File: src/hdl/audio_pkg.sv
package audio_pkg;

	////////////////////
	// Sample and word types
	////////////////////

	// Audio sample or host I/O word
	typedef logic [15:0] sample_t;

	// Widened channel sum with one guard bit
	typedef logic signed [16:0] sum_t;

	// Bit 4 mutes, bits 3..0 give the right shift
	typedef logic [4:0] att_t;

	// Cross-feed amount between the channels
	typedef logic [1:0] mix_t;

	// Host command code, low byte of the first word
	typedef logic [7:0] cmd_t;

	////////////////////
	// Encodings
	////////////////////

	localparam mix_t MIX_NONE   = 2'd0;
	localparam mix_t MIX_LIGHT  = 2'd1;
	localparam mix_t MIX_MEDIUM = 2'd2;
	localparam mix_t MIX_FULL   = 2'd3;

	// Mute flag position inside att_t
	localparam int ATT_MUTE_BIT = 4;

	// Volume command, data word carries the attenuation
	localparam cmd_t CMD_VOLUME = 8'h26;

	// Command decoder states
	typedef enum logic {
		WAIT_CMD,
		TAKE_DATA
	} cmd_state_e;

endpackage

File: src/hdl/audio_mix_top.sv
module audio_mix_top import audio_pkg::*; #(
	parameter int STABLE_CYCLES = 2
) (
	input  logic    clk_sys,
	input  logic    resetd,
	input  logic    i_io_sel,
	input  logic    i_io_strobe,
	input  sample_t i_io_din,
	input  sample_t i_core_l,
	input  sample_t i_core_r,
	input  sample_t i_host_l,
	input  sample_t i_host_r,
	input  logic    i_core_signed,
	input  mix_t    i_mix,
	output sample_t o_audio_l,
	output sample_t o_audio_r
);

	att_t    att;
	sum_t    sum_l;
	sum_t    sum_r;
	sample_t pre_l;
	sample_t pre_r;

	////////////////////
	// Host command port
	////////////////////

	volume_cmd volume_cmd_i (
		.clk_sys     (clk_sys),
		.resetd      (resetd),
		.i_io_sel    (i_io_sel),
		.i_io_strobe (i_io_strobe),
		.i_io_din    (i_io_din),
		.o_att       (att)
	);

	////////////////////
	// Channel front ends
	////////////////////

	channel_sum #(
		.STABLE_CYCLES (STABLE_CYCLES)
	) channel_sum_l_i (
		.clk_sys       (clk_sys),
		.resetd        (resetd),
		.i_core        (i_core_l),
		.i_host        (i_host_l),
		.i_core_signed (i_core_signed),
		.o_sum         (sum_l),
		.o_pre         (pre_l)
	);

	channel_sum #(
		.STABLE_CYCLES (STABLE_CYCLES)
	) channel_sum_r_i (
		.clk_sys       (clk_sys),
		.resetd        (resetd),
		.i_core        (i_core_r),
		.i_host        (i_host_r),
		.i_core_signed (i_core_signed),
		.o_sum         (sum_r),
		.o_pre         (pre_r)
	);

	////////////////////
	// Cross-feed, volume and clamp
	////////////////////

	// Each channel sees the other's half sum
	stereo_blend stereo_blend_i (
		.clk_sys   (clk_sys),
		.resetd    (resetd),
		.i_sum_l   (sum_l),
		.i_sum_r   (sum_r),
		.i_pre_l   (pre_l),
		.i_pre_r   (pre_r),
		.i_mix     (i_mix),
		.i_att     (att),
		.o_audio_l (o_audio_l),
		.o_audio_r (o_audio_r)
	);

endmodule

File: src/hdl/channel_sum.sv
module channel_sum import audio_pkg::*; #(
	parameter int STABLE_CYCLES = 2
) (
	input  logic    clk_sys,
	input  logic    resetd,
	input  sample_t i_core,
	input  sample_t i_host,
	input  logic    i_core_signed,
	output sum_t    o_sum,
	output sample_t o_pre
);

	// Tap 0 is the first register after the input
	sample_t taps [0:STABLE_CYCLES];
	logic    stable;
	sample_t core_acc;
	sum_t    core_conv;
	sum_t    host_ext;
	sum_t    sum_next;

	////////////////////
	// Core stabilizer
	////////////////////

	always_ff @(posedge clk_sys) begin
		if (resetd) begin
			for (int k = 0; k <= STABLE_CYCLES; k++) begin
				taps[k] <= '0;
			end
		end else begin
			taps[0] <= i_core;
			for (int k = 1; k <= STABLE_CYCLES; k++) begin
				taps[k] <= taps[k-1];
			end
		end
	end

	// Last STABLE_CYCLES taps must all hold the same value
	always_comb begin
		stable = 1'b1;
		for (int k = 1; k < STABLE_CYCLES; k++) begin
			if (taps[k] != taps[STABLE_CYCLES]) begin
				stable = 1'b0;
			end
		end
	end

	// Accepted core value, keeps the old one through glitches
	always_ff @(posedge clk_sys) begin
		if (resetd) begin
			core_acc <= '0;
		end else if (stable) begin
			core_acc <= taps[STABLE_CYCLES];
		end
	end

	////////////////////
	// Sign conversion and host add
	////////////////////

	// Unsigned core is halved so it fits the signed range
	always_ff @(posedge clk_sys) begin
		if (resetd) begin
			core_conv <= '0;
		end else if (i_core_signed) begin
			core_conv <= {core_acc[15], core_acc};
		end else begin
			core_conv <= {2'b00, core_acc[15:1]};
		end
	end

	assign host_ext = {i_host[15], i_host};
	assign sum_next = core_conv + host_ext;

	always_ff @(posedge clk_sys) begin
		if (resetd) begin
			o_sum <= '0;
			o_pre <= '0;
		end else begin
			o_sum <= sum_next;
			// Half sum feeds the other channel's cross-feed
			o_pre <= sum_next[16:1];
		end
	end

endmodule

File: src/hdl/stereo_blend.sv
module stereo_blend import audio_pkg::*; (
	input  logic    clk_sys,
	input  logic    resetd,
	input  sum_t    i_sum_l,
	input  sum_t    i_sum_r,
	input  sample_t i_pre_l,
	input  sample_t i_pre_r,
	input  mix_t    i_mix,
	input  att_t    i_att,
	output sample_t o_audio_l,
	output sample_t o_audio_r
);

	sum_t blend_l;
	sum_t blend_r;
	sum_t scaled_l;
	sum_t scaled_r;

	////////////////////
	// Per-sample helpers
	////////////////////

	// Own sum blended with the opposite channel's half sum
	function automatic sum_t blend_fn(input sum_t sum, input sample_t other_pre,
		input mix_t mode);
		sum_t pre_ext;
		sum_t res;
		pre_ext = {other_pre[15], other_pre};
		unique case (mode)
			MIX_NONE: begin
				res = sum;
			end
			MIX_LIGHT: begin
				res = sum - (sum >>> 3) + (pre_ext >>> 2);
			end
			MIX_MEDIUM: begin
				res = sum - (sum >>> 2) + (pre_ext >>> 1);
			end
			MIX_FULL: begin
				res = (sum >>> 1) + pre_ext;
			end
		endcase
		return res;
	endfunction

	// Mute or arithmetic shift down
	function automatic sum_t att_fn(input sum_t val, input att_t att);
		sum_t res;
		if (att[ATT_MUTE_BIT]) begin
			res = '0;
		end else begin
			res = val >>> att[3:0];
		end
		return res;
	endfunction

	// Saturate when the guard bit and the sign bit differ
	function automatic sample_t clamp_fn(input sum_t val);
		sample_t res;
		if (val[16] != val[15]) begin
			res = {val[16], {15{val[15]}}};
		end else begin
			res = val[15:0];
		end
		return res;
	endfunction

	////////////////////
	// Blend stage
	////////////////////

	always_ff @(posedge clk_sys) begin
		if (resetd) begin
			blend_l <= '0;
			blend_r <= '0;
		end else begin
			blend_l <= blend_fn(i_sum_l, i_pre_r, i_mix);
			blend_r <= blend_fn(i_sum_r, i_pre_l, i_mix);
		end
	end

	////////////////////
	// Attenuation stage
	////////////////////

	always_ff @(posedge clk_sys) begin
		if (resetd) begin
			scaled_l <= '0;
			scaled_r <= '0;
		end else begin
			scaled_l <= att_fn(blend_l, i_att);
			scaled_r <= att_fn(blend_r, i_att);
		end
	end

	////////////////////
	// Clamp stage
	////////////////////

	always_ff @(posedge clk_sys) begin
		if (resetd) begin
			o_audio_l <= '0;
			o_audio_r <= '0;
		end else begin
			o_audio_l <= clamp_fn(scaled_l);
			o_audio_r <= clamp_fn(scaled_r);
		end
	end

endmodule

File: src/hdl/volume_cmd.sv
module volume_cmd import audio_pkg::*; (
	input  logic    clk_sys,
	input  logic    resetd,
	input  logic    i_io_sel,
	input  logic    i_io_strobe,
	input  sample_t i_io_din,
	output att_t    o_att
);

	logic       strobe_d;
	logic       strobe_rise;
	cmd_state_e state;
	cmd_t       cmd_q;
	logic       att_wr;
	att_t       att_pend;

	////////////////////
	// Strobe edge
	////////////////////

	// Only the rising edge of the level strobe counts as a word
	assign strobe_rise = i_io_strobe & ~strobe_d;

	always_ff @(posedge clk_sys) begin
		if (resetd) begin
			strobe_d <= 1'b0;
		end else begin
			strobe_d <= i_io_strobe;
		end
	end

	////////////////////
	// Command FSM
	////////////////////

	always_ff @(posedge clk_sys) begin
		if (resetd) begin
			state  <= WAIT_CMD;
			cmd_q  <= '0;
			att_wr <= 1'b0;
		end else begin
			att_wr <= 1'b0;
			if (!i_io_sel) begin
				// Deselect ends the command, setting stays
				state <= WAIT_CMD;
			end else if (strobe_rise) begin
				case (state)
					WAIT_CMD: begin
						cmd_q <= i_io_din[7:0];
						state <= TAKE_DATA;
					end
					TAKE_DATA: begin
						// Data for any other command is dropped
						if (cmd_q == CMD_VOLUME) begin
							att_wr <= 1'b1;
						end
					end
					default: begin
						state <= WAIT_CMD;
					end
				endcase
			end
		end
	end

	// Data word held for the write one cycle later
	always_ff @(posedge clk_sys) begin
		if (strobe_rise) begin
			att_pend <= i_io_din[4:0];
		end
	end

	////////////////////
	// Attenuation register
	////////////////////

	always_ff @(posedge clk_sys) begin
		if (resetd) begin
			o_att <= '0;
		end else if (att_wr) begin
			o_att <= att_pend;
		end
	end

endmodule

File: config.mk
export PLATFORM = sky130hd
export DESIGN_NAME = audio_mix_top
export DESIGN_NICKNAME = d
export VERILOG_FILES = /design/src/hdl/audio_pkg.sv /design/src/hdl/audio_mix_top.sv /design/src/hdl/channel_sum.sv /design/src/hdl/stereo_blend.sv /design/src/hdl/volume_cmd.sv
export SDC_FILE = /design/constraint.sdc
export NUM_CORES = 1
export LEC_CHECK = 0
export BUFFER_PORTS_ARGS = -buffer_cell sky130_fd_sc_hd__buf_4
export CAP_MARGIN = 30
export CORE_ASPECT_RATIO = 0.7
export CORE_MARGIN = 2
export CORE_UTILIZATION = 52
export CTS_CLUSTER_SIZE = 12
export DETAILED_ROUTE_END_ITERATION = 8
export MAX_ROUTING_LAYER = met4
export PLACE_DENSITY = 0.8
export SLEW_MARGIN = 0
export SYNTH_ARGS = -nofsm -noshare
export SYNTH_HDL_FRONTEND = slang
export SYNTH_SLANG_ARGS = --single-unit
export TNS_END_PERCENT = 5
File: constraint.sdc
create_clock -name clk_sys -period 4.3 [get_ports clk_sys]
set_input_delay 0.86 -clock clk_sys [delete_from_list [all_inputs] [get_ports clk_sys]]
set_output_delay 0.86 -clock clk_sys [all_outputs]
set_load 0.05 [all_outputs]
# Word-level counts from Yosys, hierarchy flattened
# Memories as Yosys holds them, arrays and structs flattened.
# Cells that the tools add are included.
# W data, S select, Z words.
[op_classes]
n_addsub = 12
n_eq_ne = 8
shifts = 2
mux = 16
bitwise = 12
reduce_logical = 6
[op_table]
columns = ["operator", "count"]
rows = [
  ["$pmux W17 S4", 2],
  ["$mux W16", 8],
  ["$add A16 B16 Y17", 4],
  ["$add A17 B14 Y17", 2],
  ["$add A17 B15 Y17", 2],
  ["$sshr A17 B4 Y17", 2],
  ["$sub A17 B14 Y17", 2],
  ["$sub A17 B15 Y17", 2],
  ["$ne A16 B16 Y1", 2],
  ["$mux W15", 2],
  ["$eq A8 B6 Y1 const B", 1],
  ["$or A1 B1 Y1", 6],
  ["$reduce_or A2 Y1", 3],
  ["$not A1 Y1", 5],
  ["$eq A2 B2 Y1 const B", 2],
  ["$mux W1", 4],
  ["$reduce_or A4 Y1", 1],
  ["$reduce_and A3 Y1", 1],
  ["$eq A2 B1 Y1 const B", 1],
  ["$logic_not A2 Y1", 1],
  ["$ne A1 B1 Y1", 2],
  ["$and A1 B1 Y1", 1],
]
[word_totals]
register_bits = 251
mem_bits_rw = 96
in_bits = 87
output_inout_bits = 32
n_memories = 2
[memory_table]
columns = ["name", "words", "width", "read_ports", "rd_ports_with_merged_regs", "write_ports", "line_no", "rtl"]
rows = [
  ["channel_sum_l_i.taps", 3, 16, 3, 0, 3, "channel_sum.sv:14", "sample_t taps [0:STABLE_CYCLES];"],
  ["channel_sum_r_i.taps", 3, 16, 3, 0, 3, "channel_sum.sv:14", ""],
]

# Logic depth before layout (Yosys ltp)
[logic_depth]
ltp_word = 4
mapped_depth = 14

# Hierarchy
# A second synthesis with hierarchy kept.
[unflattened]
hier_cells = 2238
area_unflattened_um2 = 19779.0
[modules_own_cells]
columns = ["mod", "n_inst", "cells_per_inst", "area_each_um2", "seq_area_each_um2"]
rows = [
  ["stereo_blend", 1, 1404, 11183.2, 2001.9],
  ["channel_sum", 2, 383, 3887.5, 1941.9],
  ["volume_cmd", 1, 68, 820.8, 470.5],
]

# Worst setup path before layout
# Ideal clock, no wire load.
[synth_path]
kind = "reg2reg"
startpoint = "register channel_sum_l_i.o_pre[6]"
endpoint = "register stereo_blend_i.blend_r[14]"
setup_ps = 95
arrival_ps = 3182
required_time_ps = 4205
path_slack_ps = 1023
path_stages_with_launch = 13
synth_period_minus_slack_ps = 3277
cell_sequence = "dfxtp_1 inv_1 fa_1 inv_1 ha_1 a2111oi_2 a21boi_0 o21bai_1 o21a_1 o41ai_2 xnor2_1 a22oi_1 a221oi_1"
[synth_via]
elab_chain_len = 2
[synth_lines]
columns = ["item", "line_no", "rtl"]
rows = [
  ["start, declared", "channel_sum.sv:10", "output sample_t o_pre"],
  ["start signal, assigned", "channel_sum.sv:82", "o_pre <= sum_next[16:1];"],
  ["$add A17 B15 Y17, or another cell as far along", "stereo_blend.sv:37", "res = sum - (sum >>> 2) + (pre_ext >>> 1);"],
  ["$pmux W17 S4 *", "stereo_blend.sv:29", "unique case (mode)"],
  ["end signal, assigned", "stereo_blend.sv:78", "blend_r <= blend_fn(i_sum_r, i_pre_l, i_mix);"],
  ["end, declared", "stereo_blend.sv:15", "sum_t blend_r;"],
]
# Mark *: on every way between the ends. The rest lies on a longest branch, timed or not.
# A chain may end at the register's enable or synchronous reset.

# Final worst setup path
[layout_path]
startpoint = "register channel_sum_l_i.o_pre[11]"
endpoint = "register stereo_blend_i.blend_r[14]"
# Same word-level chain as after synthesis.

==> flow_metrics.env <==
export IMPL_io_pins=119
export IMPL_cp_slowest_cell="fa_1"
export IMPL_power_w=0.007846
export IMPL_netlist_area_um2=18110
export IMPL_rsz0062_at_grt="no"
export IMPL_drcViolationCount=0
export IMPL_rows=57
export IMPL_final_nets=2336
export IMPL_synth_cells=1967
export IMPL_grt_pass1_vias=13813
export IMPL_finalWorstPathRequiredPeriod_ps=3911
export IMPL_synthArstFlopShare_pct=0
export IMPL_grt_total_usage_pct=25.69
export IMPL_die_y_um=160.1
export IMPL_clk_insertion_delay_late_ps=580
export IMPL_whs_path_depth=1
export IMPL_tightest_slew_ps=795.8
export IMPL_relSlewSlack_pct=46.75
export IMPL_hold_class="reg -> reg"
export IMPL_cp_required_ps=4770
export IMPL_tritoncts="yes"
export IMPL_arrival_ps=4380
export IMPL_fmax_mhz=255.7
export IMPL_dieArea_um2=36350
export IMPL_gp_congestion=0.9823
export IMPL_netSwitchingPower_w=0.002405
export IMPL_synth_nets=2249
export IMPL_coreArea_um2=34520
export IMPL_comb_power_share_pct=26.3
export IMPL_powerDensity_nw_per_um2=384.9
export IMPL_cap_viol_max_count=0
export IMPL_seq_area_frac_synth_pct=35.10
export IMPL_port_buffers=110
export IMPL_cp_common_cell="inv_1"
export IMPL_power_leakage_nw=9.403
export IMPL_antennaDiodeCount=0
export IMPL_worstSetupPathType="reg -> reg"
export IMPL_mostFrequentLayoutCells="dfxtp_1 (310), nor2_1 (195), inv_1 (188)"
export IMPL_finalSetupViolCount=0
export IMPL_cts_buffers=31
export IMPL_setup_tns_ps=0
export IMPL_vias=14210
export IMPL_yosys_warnings=0
export IMPL_clk_pin_slew_ps=60
export IMPL_ant_nets=0
export IMPL_ff_latch_area_um2=6356
export IMPL_drive_above_1_share_pct=11.00
export IMPL_cts_max_level=1
export IMPL_finalHoldViolCount=0
export IMPL_dpl_cell_count=2493
export IMPL_viasPerCell=5.603
export IMPL_synth_ff_type="dfxtp_1"
export IMPL_area_growth_pct=12.58
export IMPL_layoutNonFillerInstCount=2536
export IMPL_intPower_w=0.005442
export IMPL_nFillCells=2972
export IMPL_layout_commonest_cell="dfxtp_1"
export IMPL_pwr_share_seq_pct=40.9
export IMPL_avgSynthCellArea_um2=9.206
export IMPL_status="finished clean"
export IMPL_grt_ovfl_total=0
export IMPL_pwr_share_clk_pct=32.8
export IMPL_drv_slew=0
export IMPL_sw_frac_of_total_pct=30.65
export IMPL_cts_sinks=315
export IMPL_crit_path_start_kind="register"
export IMPL_dr_first_iter_drc_count=1245
export IMPL_ir_drop_mv=0.3180
export IMPL_synth_edf_count=5
export IMPL_multi_input_area_um2=10750
export IMPL_grt_pass1_wl_um=71880
export IMPL_r2r_cells=12
export IMPL_synth_cell_types=77
export IMPL_finalClockSkew_ps=12.45
export IMPL_cts_path_max_buffers=3
export IMPL_wire_per_inst_um=17.74
export IMPL_drt_wl_total_um=44990
export IMPL_die_w_um=227.0
export IMPL_critPathMaxStageDelay_ps=640
export IMPL_drtPass1Iterations=5
export IMPL_cts_root_buf="clkbuf_16"
export IMPL_antenna_found_initial=0
export IMPL_cts_resized=0
export IMPL_fin_crit_sh_pct=90.97
export IMPL_r2r_setup_slack_ps=390
export IMPL_post_cts_buffers=0
export IMPL_worstPathMaxFanout=5
export IMPL_cp_end_kind="register"
export IMPL_yosys_register_bits=315
export IMPL_cts_hold_buf=0
export IMPL_crit_chain="inv_1, fa_1, inv_1, ha_1, and3_1, or3b_2, o21bai_1, o21a_1, o41ai_2, xnor2_1, a22oi_1, a221oi_1"
export IMPL_grt_max_degree=87
export IMPL_hpwl_um=34650
export IMPL_initial_core_util_pct=52.46
==> power groups by stage <==
stage	logic [W]	clock network, W	registers [W]
after CTS	0.00203	0.00262	0.00321
after detailed placement	0.00201	0	0.00327
after global placement	0.00196	0	0.00326
after floorplan	0.00145	0	0.00328
final	0.00207	0.00257	0.00321
after global routing	0.00229	0.00273	0.00322
==> kinds of logic (layout without fill, tap and decap cells) <==
| group | after synthesis | after routing | synth area share [%] |
|---|---|---|---|
| AO/OA/AOI/OAI | 408 | 408 | 15.09 |
| XOR/XNOR | 111 | 111 | 5.369 |
| adder cells (fa/ha/maj) | 195 | 195 | 16.09 |
| buffers and inverters | 268 | 365 | 5.569 |
| flip-flops | 315 | 315 | 35.10 |
| multiplexers | 126 | 126 | 8.147 |
| AND/OR/NAND/NOR | 544 | 544 | 14.64 |
==> state kept, by name, indices dropped and copies added, names as in the netlist, 5 cells and up <==
signal	flops
channel_sum_l_i.taps	48
channel_sum_r_i.taps	48
stereo_blend_i.blend_l	17
stereo_blend_i.blend_r	17
stereo_blend_i.scaled_l	17
stereo_blend_i.scaled_r	17
channel_sum_l_i.core_acc	16
channel_sum_l_i.core_conv	16
channel_sum_l_i.o_pre	16
channel_sum_r_i.core_acc	16
channel_sum_r_i.core_conv	16
channel_sum_r_i.o_pre	16
stereo_blend_i.o_audio_l	16
stereo_blend_i.o_audio_r	16
volume_cmd_i.cmd_q	8
volume_cmd_i.att_pend	5
volume_cmd_i.o_att	5
==> critical path, delay by kind of cell, from the launching register on <==
family / cells / cell delay (ps)
AO/OA/AOI/OAI: 5 / 1090
adder cells (fa/ha/maj): 2 / 970
AND/OR/NAND/NOR: 2 / 650
flip-flops: 1 / 560
buffers and inverters: 2 / 380
XOR/XNOR: 1 / 160
==> cells in the mapped netlist (36+ instances only) <==
cell      number  area share [%]
a211oi_1      51             2.1
a21oi_1      129             3.6
clkbuf_1      63             1.3
dfxtp_1      310              34
fa_1          63             7.0
ha_1         132             9.1
inv_1        188             3.9
mux2i_1       99             5.5
nand2_1       91             1.9
nor2_1       198             4.1
nor2b_1      122             4.2
nor3_1        36             1.0
o21ai_0       63             1.7
xnor2_1       41             2.0
xor2_1        70             3.4
==> worst paths after layout <==
path,startpoint,to
hold reg to reg,channel_sum_l_i.taps[0][2]$_SDFF_PP0_,channel_sum_l_i.taps[0][18]$_SDFF_PP0_
setup reg to reg,channel_sum_l_i.o_pre[11]$_SDFF_PP0_,stereo_blend_i.blend_r[14]$_SDFF_PP0_
hold / removal,channel_sum_l_i.taps[0][2]$_SDFF_PP0_,channel_sum_l_i.taps[0][18]$_SDFF_PP0_
setup / recovery,channel_sum_l_i.o_pre[11]$_SDFF_PP0_,stereo_blend_i.blend_r[14]$_SDFF_PP0_
==> layer usage <==
metal / vias up / GRT usage (%) / share of wire [%] / routed length (um)
li1: 6898 / - / - / -
met1: 6705 / 35.12 / 45 / 20180
met2: 526 / 38.92 / 44 / 19890
met3: 81 / 5.152 / 8.2 / 3693
met4: 0 / 6.655 / 2.7 / 1224
met5: - / - / 0 / 0
==> through the flow <==
stage                     util, %  hold slack (ps)  area (um2)  setup slack (ps)
after floorplan                 -            413.8       18110              1023
after global placement      56.13            416.9       19370             574.4
after detailed placement    56.37            421.8       19460             546.0
after global routing        59.05            452.0       20380             193.8
after CTS                   59.05            436.3       20380             488.8
final                       59.05            434.8       20380             388.5
==> layout make-up <==
cell class	instances	area share, %
sequential	315	31.18
tap	472	2.897
timing repair buffer	133	5.156
clock buffer	38	3.984
clock inverter	5	0.5647
multi-input combinational	1384	52.74
inverter	189	3.480
Power figures use the tool's default switching activity.
